==> src/include/hdmi_cfg_settings.svh <==
// shared counts, i2c device addresses and bus timing, included by rtl and testbench
`ifndef HDMI_CFG_SETTINGS_SVH
`define HDMI_CFG_SETTINGS_SVH

// cycles from pll lock until the chip reset may release
`define HDMI_CFG_RSTN_TIME 16'd10000

// register writes per init table
`define HDMI_CFG_TABLE_LEN 4

// 7-bit device addresses, receive chip first
`define HDMI_CFG_RX_DEV 7'h2B
`define HDMI_CFG_TX_DEV 7'h59

// cycles per quarter scl period
// four quarters make one bit, 152 quarters one frame
`define HDMI_CFG_I2C_QUARTER 25

`endif

==> src/rtl/hdmi_cfg_pkg.sv <==
// common types and the fixed register tables for the hdmi chip configuration
`include "hdmi_cfg_settings.svh"

package hdmi_cfg_pkg;

    typedef enum logic [1:0] {
        MODE_HDMI = 2'd0,                  // hdmi source, chips enabled
        MODE_ETH  = 2'd1,                  // ethernet source
        MODE_AD   = 2'd2                   // ad source
    } mode_t;

    typedef struct packed {
        logic [15:0] reg_addr;             // sent high byte first
        logic [7:0]  data;
    } reg_write_t;

    // receive chip init sequence
    localparam reg_write_t rx_init_table [`HDMI_CFG_TABLE_LEN] = '{
        '{16'h1281, 8'h04}, '{16'h0100, 8'h16}, '{16'h1D02, 8'h3A}, '{16'h2070, 8'hC5}
    };

    // transmit chip init, written after the receive table
    localparam reg_write_t tx_init_table [`HDMI_CFG_TABLE_LEN] = '{
        '{16'h0A30, 8'h81}, '{16'h1041, 8'h27}, '{16'h3A0F, 8'h9E}, '{16'h0B62, 8'h5D}
    };

endpackage

==> src/rtl/i2c_req_if.sv <==
// one register write request between the init sequencer and an i2c write engine
`timescale 1ns/1ns

interface i2c_req_if;
    import hdmi_cfg_pkg::*;

    logic       start;                     // one-cycle request pulse
    reg_write_t wr;                        // held by requester until done
    logic       done;                      // one-cycle pulse at frame end
    logic       nack;                      // valid with done

    modport seq (
        output start,
        output wr,
        input  done,
        input  nack
    );

    modport eng (
        input  start,
        input  wr,
        output done,
        output nack
    );

endinterface

==> src/rtl/chip_init_seq.sv <==
// walks the rx then tx init tables, one i2c write request per entry
`timescale 1ns/1ns
`include "hdmi_cfg_settings.svh"

module chip_init_seq (
    input  logic   ms72xx_cfg_clk,
    input  logic   rst,
    input  logic   chip_rstn,              // low holds the sequencer idle
    i2c_req_if.seq rx,
    i2c_req_if.seq tx,
    output logic   init_done,
    output logic   cfg_err
);
    import hdmi_cfg_pkg::*;

    localparam int IDX_W = $clog2(`HDMI_CFG_TABLE_LEN);

    typedef enum logic [1:0] {S_IDLE, S_ISSUE, S_WAIT, S_DONE} seq_state_t;

    seq_state_t       state;
    logic [IDX_W-1:0] idx;                 // table entry
    logic             side;                // 0 rx table, 1 tx table
    logic             rx_start_q;
    logic             tx_start_q;
    logic             done_q;
    logic             err_q;               // sticky nack
    logic             cur_done;
    logic             cur_nack;
    logic             last_idx;

    assign cur_done = side ? tx.done : rx.done;
    assign cur_nack = side ? tx.nack : rx.nack;
    assign last_idx = (idx == IDX_W'(`HDMI_CFG_TABLE_LEN - 1));

    always_ff @(posedge ms72xx_cfg_clk) begin
        if (rst || !chip_rstn) begin       // restarts from entry 0 on next release
            state      <= S_IDLE;
            idx        <= '0;
            side       <= 1'b0;
            rx_start_q <= 1'b0;
            tx_start_q <= 1'b0;
            done_q     <= 1'b0;
            err_q      <= 1'b0;
        end else begin
            case (state)
                S_IDLE: state <= S_ISSUE;  // one cycle after release
                S_ISSUE: begin
                    rx_start_q <= !side;
                    tx_start_q <= side;
                    state      <= S_WAIT;
                end
                S_WAIT: begin
                    rx_start_q <= 1'b0;    // single-cycle start
                    tx_start_q <= 1'b0;
                    if (cur_done) begin
                        if (cur_nack)
                            err_q <= 1'b1;
                        if (!last_idx) begin
                            idx   <= idx + 1'b1;
                            state <= S_ISSUE;
                        end else if (!side) begin
                            side  <= 1'b1; // rx table done, move to tx
                            idx   <= '0;
                            state <= S_ISSUE;
                        end else begin
                            done_q <= 1'b1;
                            state  <= S_DONE;
                        end
                    end
                end
                default: state <= S_DONE;  // stays until chip_rstn drops
            endcase
        end
    end

    assign rx.start = rx_start_q;
    assign tx.start = tx_start_q;
    assign rx.wr    = rx_init_table[idx];  // stable while waiting on done
    assign tx.wr    = tx_init_table[idx];

    // both flags drop in the same cycle as chip_rstn
    assign init_done = done_q && chip_rstn;
    assign cfg_err   = err_q && chip_rstn;

endmodule

==> src/rtl/hdmi_cfg_top.sv <==
// hdmi side top, mode control plus rx/tx chip init over two i2c buses
`timescale 1ns/1ns
`include "hdmi_cfg_settings.svh"

module hdmi_cfg_top (
    input  logic ms72xx_cfg_clk,
    input  logic rst,
    input  logic pll_lock,
    input  logic btn_hdmi,
    input  logic btn_ethernet,
    input  logic btn_ad,
    input  logic iic_sda_in,
    input  logic iic_tx_sda_in,
    output logic hdmi_valid,
    output logic ethernet_valid,
    output logic ad_valid,
    output logic source_rst,
    output logic chip_rstn,
    output logic iic_scl,
    output logic iic_sda_oe,
    output logic iic_tx_scl,
    output logic iic_tx_sda_oe,
    output logic init_done,
    output logic cfg_err
);

    i2c_req_if rx_req ();                  // sequencer to receive chip engine
    i2c_req_if tx_req ();                  // sequencer to transmit chip engine

    mode_ctl u_mode_ctl (
        .ms72xx_cfg_clk (ms72xx_cfg_clk),
        .rst            (rst),
        .pll_lock       (pll_lock),
        .btn_hdmi       (btn_hdmi),
        .btn_ethernet   (btn_ethernet),
        .btn_ad         (btn_ad),
        .hdmi_valid     (hdmi_valid),
        .ethernet_valid (ethernet_valid),
        .ad_valid       (ad_valid),
        .source_rst     (source_rst),
        .chip_rstn      (chip_rstn)
    );

    chip_init_seq u_seq (
        .ms72xx_cfg_clk (ms72xx_cfg_clk),
        .rst            (rst),
        .chip_rstn      (chip_rstn),       // run enable for the whole init
        .rx             (rx_req),
        .tx             (tx_req),
        .init_done      (init_done),
        .cfg_err        (cfg_err)
    );

    i2c_write_master #(.dev_addr(`HDMI_CFG_RX_DEV)) u_rx_i2c (
        .ms72xx_cfg_clk (ms72xx_cfg_clk),
        .rst            (rst),
        .run            (chip_rstn),
        .sda_in         (iic_sda_in),
        .req            (rx_req),
        .scl            (iic_scl),
        .sda_oe         (iic_sda_oe)
    );

    i2c_write_master #(.dev_addr(`HDMI_CFG_TX_DEV)) u_tx_i2c (
        .ms72xx_cfg_clk (ms72xx_cfg_clk),
        .rst            (rst),
        .run            (chip_rstn),
        .sda_in         (iic_tx_sda_in),
        .req            (tx_req),
        .scl            (iic_tx_scl),
        .sda_oe         (iic_tx_sda_oe)
    );

endmodule

==> src/rtl/i2c_write_master.sv <==
// i2c engine that sends one device/addr-hi/addr-lo/data write frame per request
`timescale 1ns/1ns
`include "hdmi_cfg_settings.svh"

module i2c_write_master #(
    parameter logic [6:0] dev_addr = 7'h00
) (
    input  logic   ms72xx_cfg_clk,
    input  logic   rst,
    input  logic   run,                    // low forces idle, lines released
    input  logic   sda_in,
    i2c_req_if.eng req,
    output logic   scl,
    output logic   sda_oe                  // 1 pulls sda low
);
    localparam int DIV_W = $clog2(`HDMI_CFG_I2C_QUARTER);

    typedef enum logic [1:0] {E_IDLE, E_START, E_BITS, E_STOP} eng_state_t;

    eng_state_t       state;
    logic [DIV_W-1:0] div_cnt;             // quarter period divider
    logic [1:0]       phase;               // quarter within bit or condition
    logic [3:0]       bit_cnt;             // 0..7 data, 8 ack
    logic [1:0]       byte_cnt;
    logic [31:0]      shift;               // frame bits, msb first
    logic             nack_q;
    logic             done_q;
    logic             qtick;
    logic             load;
    logic             ack_bit;

    assign qtick   = (div_cnt == DIV_W'(`HDMI_CFG_I2C_QUARTER - 1));
    assign load    = run && (state == E_IDLE) && req.start;  // busy start ignored
    assign ack_bit = (bit_cnt == 4'd8);

    always_ff @(posedge ms72xx_cfg_clk) begin
        if (rst || !run) begin
            state    <= E_IDLE;
            div_cnt  <= '0;
            phase    <= '0;
            bit_cnt  <= '0;
            byte_cnt <= '0;
            nack_q   <= 1'b0;
            done_q   <= 1'b0;
        end else begin
            done_q <= 1'b0;
            if (state == E_IDLE) begin
                div_cnt <= '0;
                phase   <= '0;
                if (load) begin
                    state  <= E_START;
                    nack_q <= 1'b0;            // fresh result per frame
                end
            end else begin
                div_cnt <= qtick ? '0 : div_cnt + 1'b1;
                if (qtick) begin
                    phase <= phase + 2'd1;
                    // sample ack mid scl high
                    if (state == E_BITS && ack_bit && phase == 2'd1 && sda_in)
                        nack_q <= 1'b1;
                    if (phase == 2'd3) begin
                        case (state)
                            E_START: begin
                                state    <= E_BITS;
                                bit_cnt  <= '0;
                                byte_cnt <= '0;
                            end
                            E_BITS: begin
                                if (ack_bit) begin
                                    bit_cnt <= '0;
                                    if (byte_cnt == 2'd3)
                                        state <= E_STOP;
                                    else
                                        byte_cnt <= byte_cnt + 2'd1;
                                end else begin
                                    bit_cnt <= bit_cnt + 4'd1;
                                end
                            end
                            E_STOP: begin
                                state  <= E_IDLE;
                                done_q <= 1'b1;    // frame complete
                            end
                            default: state <= E_IDLE;
                        endcase
                    end
                end
            end
        end
    end

    // frame payload, shifts after each data bit, not on ack
    always_ff @(posedge ms72xx_cfg_clk) begin
        if (load)
            shift <= {dev_addr, 1'b0, req.wr.reg_addr, req.wr.data};
        else if (state == E_BITS && qtick && phase == 2'd3 && !ack_bit)
            shift <= {shift[30:0], 1'b0};
    end

    // scl low in quarters 0 and 3 of a bit, sda moves only there
    always_comb begin
        case (state)
            E_START: begin
                scl    = (phase != 2'd3);
                sda_oe = (phase != 2'd0);      // sda falls while scl high
            end
            E_BITS: begin
                scl    = (phase == 2'd1) || (phase == 2'd2);
                sda_oe = !ack_bit && !shift[31];   // released during ack
            end
            E_STOP: begin
                scl    = (phase != 2'd0);
                sda_oe = (phase != 2'd3);      // sda rises while scl high
            end
            default: begin
                scl    = 1'b1;
                sda_oe = 1'b0;
            end
        endcase
    end

    assign req.done = done_q;
    assign req.nack = nack_q;

endmodule

==> src/rtl/mode_ctl.sv <==
// source mode register from three buttons, source reset pulse and delayed chip reset
`timescale 1ns/1ns
`include "hdmi_cfg_settings.svh"

module mode_ctl (
    input  logic ms72xx_cfg_clk,
    input  logic rst,
    input  logic pll_lock,
    input  logic btn_hdmi,
    input  logic btn_ethernet,
    input  logic btn_ad,
    output logic hdmi_valid,
    output logic ethernet_valid,
    output logic ad_valid,
    output logic source_rst,
    output logic chip_rstn
);
    import hdmi_cfg_pkg::*;

    mode_t       mode;                     // current source
    mode_t       mode_nxt;
    logic [2:0]  btn_s1;                   // {ad, eth, hdmi}, first sync stage
    logic [2:0]  btn_s2;                   // second sync stage
    logic [2:0]  btn_d;                    // delayed copy for edge detect
    logic [2:0]  btn_rise;
    logic [15:0] rstn_cnt;                 // power-up delay counter
    logic        cnt_full;

    // two-flop sync then edge detect
    always_ff @(posedge ms72xx_cfg_clk) begin
        if (rst) begin
            btn_s1 <= '0;
            btn_s2 <= '0;
            btn_d  <= '0;
        end else begin
            btn_s1 <= {btn_ad, btn_ethernet, btn_hdmi};
            btn_s2 <= btn_s1;
            btn_d  <= btn_s2;
        end
    end

    assign btn_rise = btn_s2 & ~btn_d;

    // hdmi wins over ethernet, ethernet over ad
    always_comb begin
        mode_nxt = mode;
        if (btn_rise[0])
            mode_nxt = MODE_HDMI;
        else if (btn_rise[1])
            mode_nxt = MODE_ETH;
        else if (btn_rise[2])
            mode_nxt = MODE_AD;
    end

    always_ff @(posedge ms72xx_cfg_clk) begin
        if (rst) begin
            mode       <= MODE_HDMI;
            source_rst <= 1'b0;
        end else begin
            mode       <= mode_nxt;
            source_rst <= (mode_nxt != mode);  // same-mode press gives no pulse
        end
    end

    assign hdmi_valid     = (mode == MODE_HDMI);
    assign ethernet_valid = (mode == MODE_ETH);
    assign ad_valid       = (mode == MODE_AD);

    // counts from pll lock, saturates at full
    always_ff @(posedge ms72xx_cfg_clk) begin
        if (rst || !pll_lock)
            rstn_cnt <= '0;
        else if (!cnt_full)
            rstn_cnt <= rstn_cnt + 16'd1;
    end

    assign cnt_full = (rstn_cnt == `HDMI_CFG_RSTN_TIME);

    // follows mode_nxt so it drops in the same cycle hdmi_valid does
    always_ff @(posedge ms72xx_cfg_clk) begin
        if (rst)
            chip_rstn <= 1'b0;
        else
            chip_rstn <= cnt_full && (mode_nxt == MODE_HDMI);
    end

endmodule

==> config.mk <==
export PLATFORM = sky130hd
export DESIGN_NAME = hdmi_cfg_top
export DESIGN_NICKNAME = d
export VERILOG_FILES = /design/src/rtl/hdmi_cfg_pkg.sv /design/src/rtl/i2c_req_if.sv /design/src/rtl/chip_init_seq.sv /design/src/rtl/hdmi_cfg_top.sv /design/src/rtl/i2c_write_master.sv /design/src/rtl/mode_ctl.sv
export VERILOG_INCLUDE_DIRS = /design/src /design/src/include
export SDC_FILE = /design/constraint.sdc
export NUM_CORES = 1
export LEC_CHECK = 0
export BUFFER_PORTS_ARGS = -buffer_cell sky130_fd_sc_hd__buf_2
export CAP_MARGIN = 20
export CELL_PAD_IN_SITES_DETAIL_PLACEMENT = 1
export CELL_PAD_IN_SITES_GLOBAL_PLACEMENT = 2
export CORE_MARGIN = 1.5
export CORE_UTILIZATION = 36
export DETAILED_ROUTE_END_ITERATION = 8
export MAX_ROUTING_LAYER = met4
export PLACE_DENSITY = 0.78
export REMOVE_ABC_BUFFERS = 1
export SLEW_MARGIN = 20
export SYNTH_ARGS = -nofsm -noshare
export SYNTH_HDL_FRONTEND = slang
export SYNTH_SLANG_ARGS = --single-unit
==> constraint.sdc <==
create_clock -name ms72xx_cfg_clk -period 2.2 [get_ports ms72xx_cfg_clk]
set_input_delay 0.44 -clock ms72xx_cfg_clk [delete_from_list [all_inputs] [get_ports ms72xx_cfg_clk]]
set_output_delay 0.44 -clock ms72xx_cfg_clk [all_outputs]
set_load 0.05 [all_outputs]
==> flow_metrics.tcl, run 1 <==
set metrics [dict create \
    gp_congestion 0.810 \
    clock_skew_ps 8.18 \
    h-tree-depth 4 \
    ff2ff_setup_slack_ps 370 \
    top_level_ports 19 \
    critPathLaunch "u_tx_i2c.bit_cnt[1]$_SDFFE_PP0P_" \
    dr.pass1.iters 4 \
    hold_path_startpoint "btn_hdmi" \
    stdcell_count 901 \
    drtIter0Drc 193 \
    fill_cells 1886 \
    critPathArrivalTime_ps 1710 \
    die_area_um2 17900 \
    avgSynthCellArea_um2 9.75 \
    hold_buffers 0 \
    synth_ff_type "dfxtp_1" \
    first_global_vias 4678 \
    dp_slack_ps 202 \
    drcViolationCount 0 \
    vias 4409 \
    layout_commonest_cell "nand2_1" \
    wl_per_cell_um 14.7 \
    setup_viol 0 \
    synth_cell_types 51 \
    insertion_delay_ps 410 \
    drv_cap 0 \
    cp-start-kind "register" \
    min_to "u_mode_ctl.btn_s1[0]$_SDFF_PP0_" \
    die_w_um 134 \
    ys_ff_latch 136 \
    place_area_um2 6550 \
    ys_warn_count 0 \
    grt_usage_pct 16.4 \
    drive_gt1_share_pct 14.8 \
    setup_ws_ps 53.2 \
    path_max_fanout 4 \
    critPathRequiredTime_ps 1760 \
    diodes 0 \
    start_util_pct 36.9 \
    final_cell_mix "nand2_1, dfxtp_1, nor2_1" \
    numCtsBuffers 17 \
    peakVddDrop_mv 0.618 \
    ys_seq_area_share_pct 52.1 \
    hold_path_depth 2 \
    grt_pass1_wl_um 22600 \
    syn_to_final_growth_pct 19.3 \
    min-delay-path-class "primary input to register" \
    yosys.area.top_type_share_pct 28.7 \
    place_inst 862 \
    worstReg2RegEnd "u_tx_i2c.bit_cnt[2]$_SDFFE_PP0P_" \
    yosysTopAreaCell "dfxtp_1" \
    path_class "register to output pin" \
    grt_start_max_net_pins 31 \
    clk_pin_slew_ps 60 \
    synth_edf_count 48 \
    p_leak_nw 2.95 \
    gr-total-overflow 0 \
    endpoint_kind "output pin" \
    yosys-top-cells-area "dfxtp_1, edfxtp_1, ha_1" \
    drtAntennaViolNets 0 \
    final_nets 714 \
    cts_root_buf "clkbuf_16" \
    finalHoldViolations 0 \
    wirelength_um 13200 \
    dp_hpwl_um 9140 \
    design_area_um2 7330 \
    fp.coreArea_um2 16600 \
    max_slew.worst_pin.slew_ps 483 \
    die_y_um 134 \
    r2r_cells 7 \
    cts_tree "yes" \
    syn_area_um2 6140 \
    clockBufferDepth 2 \
    syn_inst 630 \
    p_per_area_nw_per_um2 772 \
    async_flop_share_pct 0 \
    post-route-min-period_ps 2150 \
    fin_util_pct 44.1 \
    worstReg2RegStart "u_tx_i2c.div_cnt[0]$_SDFF_PP0_" \
    report.final.slew_viol_count 0 \
    vias_per_cell 4.89 \
    timing.fmax_ghz 0.466 \
    cts.sinks 136 \
    outcome "finished, final reports clean" \
    worst_slew_margin_rel_pct 67.6 \
    num_rows 47 \
    finalCritPeriodShare_pct 97.6 \
    numPortBuffers 18 \
    antenna_found_initial 0 \
]
flip-flops by register name (all words and copies together), names as in the netlist, 3 cells and up:
| signal | flops |
|---|---|
| u_mode_ctl.btn_s1 | 3 |
| u_tx_i2c.shift | 32 |
| u_rx_i2c.shift | 32 |
| u_rx_i2c.bit_cnt | 4 |
| u_rx_i2c.div_cnt | 5 |
| u_mode_ctl.btn_d | 3 |
| u_mode_ctl.btn_s2 | 3 |
| u_tx_i2c.div_cnt | 5 |
| u_mode_ctl.rstn_cnt | 16 |
| u_tx_i2c.bit_cnt | 4 |
worst max path at each step:
stage	endpoint	slack, ps	cells past startpoint
2_1_floorplan	u_tx_i2c.shift[0]$_SDFFCE_PN0P_	-430	2
3_3_place_gp	iic_tx_sda_oe	260	7
3_5_place_dp	iic_tx_sda_oe	200	7
4_1_cts	iic_sda_oe	20	7
5_1_grt	iic_sda_oe	-20	7
6_report	iic_tx_sda_oe	50	7
Yosys cell counts (all sizes together) (2+ instances only):
| cell | instances |
|---|---|
| nor2 | 55 |
| or2 | 2 |
| clkbuf | 19 |
| o211ai | 5 |
| edfxtp | 48 |
| and2 | 10 |
| dfxtp | 88 |
| xor2 | 8 |
| nand2b | 11 |
| mux2i | 26 |
| and3 | 6 |
| nor4 | 9 |
| nand3b | 4 |
| nand3 | 23 |
| a31oi | 3 |
| ha | 38 |
| buf | 5 |
| or4 | 4 |
| a2bb2oi | 2 |
| nand2 | 115 |
| a21o | 2 |
| nor3 | 10 |
| xnor2 | 12 |
| a211oi | 2 |
| nor2b | 16 |
| nor4b | 2 |
| mux2 | 2 |
| and4b | 2 |
| nand4 | 7 |
| o21ai | 17 |
| or3 | 7 |
| o31ai | 2 |
| nand4b | 4 |
| a21oi | 17 |
| inv | 36 |
timing repair:
| action | 4_1_cts | 5_1_grt |
|---|---|---|
| resized for setup | 18 | 13 |
| pin swaps | 2 | 5 |
| setup endpoints to repair | 4 | 4 |
| setup buffers | 2 | 5 |
per-layer routing:
metal / global-route usage, % / up-vias / share of wire (%)
met5: - / - / 0
met4: 4.59 / 0 / 1.1
met3: 4.34 / 13 / 2.1
met2: 27.8 / 31 / 51
met1: 19.2 / 2141 / 46
li1: - / 2224 / -
final cells by class:
type	instances	area (µm²)	area share, %
inverters	36	135	1.84
multi-input cells	434	2760	37.6
well taps	220	275	3.75
clock buffers	23	531	7.24
flip-flops and latches	136	3210	43.8
clock inverters	9	106	1.45
repair buffers	43	312	4.25
report_power, final:
group | leakage [nW] | internal [mW] | total, mW | switching, mW
registers | 1.12 | 2.59 | 2.60 | 0.00808
logic | 1.52 | 0.0246 | 0.0671 | 0.0425
clock network | 0.312 | 1.92 | 2.99 | 1.07
total | 2.95 | 4.54 | 5.66 | 1.12
logic make-up after synthesis:
kind of cell	after synthesis	synth area share [%]
adders and majority gates	38	7.74
AOI/OAI and AO/OA	58	5.91
DFF	136	52.1
xor gates and xnor gates	20	2.85
and+or+nand+nor	290	22.9
muxes	28	4.60
buffers and inverters	60	3.89
critical path: stages, from the launching register on:
cell and delay [ps]:
dfxtp_2 340, inv_1 80, ha_4 160, nand3b_1 120
nand2_2 100, o221ai_2 170, nor2b_4 170, buf_6 160
through the flow:
| stage | setup TNS (ps) | total power, mW | hold slack [ps] |
|---|---|---|---|
| floorplan | -18380 | 2.70 | 414 |
| global placement | 0 | 2.72 | 421 |
| detailed placement | 0 | 2.73 | 430 |
| CTS | 0 | 5.74 | 218 |
| global route | -19.6 | 5.88 | 238 |
| finish | 0 | 5.66 | 236 |
(Power assumes the default switching activity.)
==> run 2, diff against run 1 <==
CORE_UTILIZATION = 40   (was 36)
PLACE_DENSITY = 0.82   (was 0.78)
clock period = 2.15 ns   (was 2.2 ns; I/O delays follow)
==> run 2 against run 1 <==
Sequential cell count unchanged. Wire length increased by 0.70%. Utilization rose by 4.6 points. Global-route usage increased by 1.7 points. Cell area increased by 0.17%. Clock-buffer cell count decreased by 3. Clock skew fell by 0.98 ps. Critical path depth unchanged. Clock power grew 2%. Register-to-register slack worse by 50 ps. Critical endpoint is now iic_sda_oe. Largest cell class unchanged. Largest power group unchanged.
==> flow_metrics.tcl, run 2 (synthesized netlist as in run 1, its figures left out) <==
set metrics [dict create \
    finalCritPeriodShare_pct 98.5 \
    critPathRequiredTime_ps 1720 \
    drive_gt1_share_pct 16.0 \
    layout_commonest_cell "nand2_1" \
    h-tree-depth 4 \
    setup_viol 0 \
    min-delay-path-class "primary input to register" \
    report.final.slew_viol_count 0 \
    grt_start_max_net_pins 31 \
    dp_hpwl_um 8880 \
    r2r_cells 6 \
    wirelength_um 13300 \
    routed-wl-met2_um 6530 \
    gr-total-overflow 0 \
    numCtsBuffers 17 \
    slowest_stage "dfxtp_2" \
    dp_slack_ps 200 \
    drtAntennaViolNets 0 \
    timing.fmax_ghz 0.472 \
    rsz0062_at_grt "true" \
    peakVddDrop_mv 0.591 \
    worstReg2RegEnd "u_tx_i2c.bit_cnt[2]$_SDFFE_PP0P_" \
    diodes 0 \
    numPortBuffers 18 \
    largest_registers "u_rx_i2c.shift x32, u_tx_i2c.shift x32, u_mode_ctl.rstn_cnt x16" \
    finalHoldViolations 0 \
    max_slew.worst_pin.slew_ps 424 \
    tns_ps 0 \
    cts.sinks 136 \
    dr.pass1.iters 4 \
    post-route-min-period_ps 2120 \
    fp.coreArea_um2 15100 \
    hold_buffers 0 \
    path_buf_inv 2 \
    clk_pin_slew_ps 60 \
    top_level_ports 19 \
    die_y_um 127 \
    p_leak_nw 2.97 \
    worstPathCellList "inv_1, ha_2, nand3b_1, nand2_2, o221a_4, nor2_4, buf_8" \
    gp_congestion 0.776 \
    vias_per_cell 5.11 \
    crit_end "iic_sda_oe" \
    die_area_um2 16100 \
    p_per_area_nw_per_um2 787 \
    cp.depth 7 \
    setup_ws_ps 31.5 \
    cts_root_buf "clkbuf_16" \
    crit_family "flip-flops" \
    fill_cells 1662 \
    antenna_found_initial 0 \
    outcome "finished, final reports clean" \
    cts_tree "yes" \
    clockBufferDepth 2 \
    critPathArrivalTime_ps 1690 \
    path_max_fanout 4 \
    routed.top_layer "met4" \
    wl_per_cell_um 15.3 \
    endpoint_kind "output pin" \
    path_class "register to output pin" \
    dr_wl_met3_um 298 \
    slowest_delay_ps 340 \
    final_cell_mix "nand2_1, dfxtp_1, nor2_1" \
    die_w_um 127 \
    clock_skew_ps 7.19 \
    syn_to_final_growth_pct 19.6 \
    drv_cap 0 \
    ff2ff_setup_slack_ps 320 \
    first_global_vias 4636 \
    wl_met1_um 6290 \
    worst_slew_margin_rel_pct 71.5 \
    grt_pass1_wl_um 22400 \
    start_util_pct 40.7 \
    drcViolationCount 0 \
    seqCellArea_um2 3220 \
    cp-start-kind "register" \
    num_rows 45 \
    worstReg2RegStart "u_tx_i2c.div_cnt[0]$_SDFF_PP0_" \
    final_nets 716 \
    drtIter0Drc 135 \
    multiInputGateArea_um2 2770 \
    vias 4452 \
    grt_usage_pct 18.1 \
    critPathLaunch "u_rx_i2c.bit_cnt[1]$_SDFFE_PP0P_" \
    insertion_delay_ps 420 \
]
==> run 2: cell count changes in the layout (fill, tap and decap cells not counted), sizes merged <==
cell and change:
inv -1, clkinv +3, buf +2, clkbuf -3
bufinv +1
==> run 2: worst min path at each step <==
stage | startpoint | depth (start not counted) | slack (ps) | endpoint
after floorplan | u_mode_ctl.btn_s1[0]$_SDFF_PP0_ | 1 | 410 | u_mode_ctl.btn_s2[0]$_SDFF_PP0_
after global placement | u_mode_ctl.btn_s1[2]$_SDFF_PP0_ | 1 | 420 | u_mode_ctl.btn_s2[2]$_SDFF_PP0_
after detailed placement | u_mode_ctl.btn_s1[2]$_SDFF_PP0_ | 1 | 430 | u_mode_ctl.btn_s2[2]$_SDFF_PP0_
after CTS | btn_ad | 2 | 210 | u_mode_ctl.btn_s1[2]$_SDFF_PP0_
after global routing | btn_ad | 2 | 210 | u_mode_ctl.btn_s1[2]$_SDFF_PP0_
final | btn_ethernet | 2 | 230 | u_mode_ctl.btn_s1[1]$_SDFF_PP0_
==> run 2: per-stage QoR <==
| stage | instances | instance area, µm² | total power [mW] | hold WS [ps] | util (%) |
|---|---|---|---|---|---|
| 2_1_floorplan | 606 | 6040 | 2.76 | 414 | - |
| 3_3_place_gp | 828 | 6540 | 2.79 | 424 | 43.3 |
| 3_5_place_dp | 828 | 6540 | 2.79 | 433 | 43.3 |
| 4_1_cts | 863 | 7230 | 5.86 | 208 | 47.9 |
| 5_1_grt | 871 | 7340 | 5.97 | 205 | 48.7 |
| 6_report | 871 | 7340 | 5.78 | 226 | 48.7 |
==> run 2: final cells by class <==
cell class / instances / area share, %
Sequential cell: 136 / 43.8
Multi-Input combinational cell: 434 / 37.7
Clock buffer: 20 / 6.52
Timing Repair Buffer: 45 / 4.97
Tap cell: 188 / 3.20
Clock inverter: 12 / 1.98
Inverter: 36 / 1.84
==> run 2: power breakdown <==
group          internal [mW]  total [mW]  switching, mW  leakage, nW
Clock                   1.95        3.05           1.10        0.306
Combinational         0.0251      0.0685         0.0434         1.54
Sequential              2.66        2.66        0.00882         1.13
==> run 2: layer usage <==
metal | vias up | GRT usage [%]
met1 | 2175 | 21.6
li1 | 2227 | -
met2 | 33 | 29.4
met5 | - | -
met4 | 0 | 6.62
met3 | 17 | 4.93
==> run 2: repair_timing <==
item | CTS | global route
endpoints found under the setup margin | 4 | 4
gates resized for setup | 20 | 18
pin swaps | 1 | 5
setup buffers | 3 | 8
==> run 2: worst reg2reg max path: cells and delay by family, from the launching register on <==
family / cells / cell delay, ps
simple gates: 3 / 1010
compound gates: 1 / 170
fa+ha+maj: 1 / 170
buf+inv: 1 / 70
flops: 1 / 340
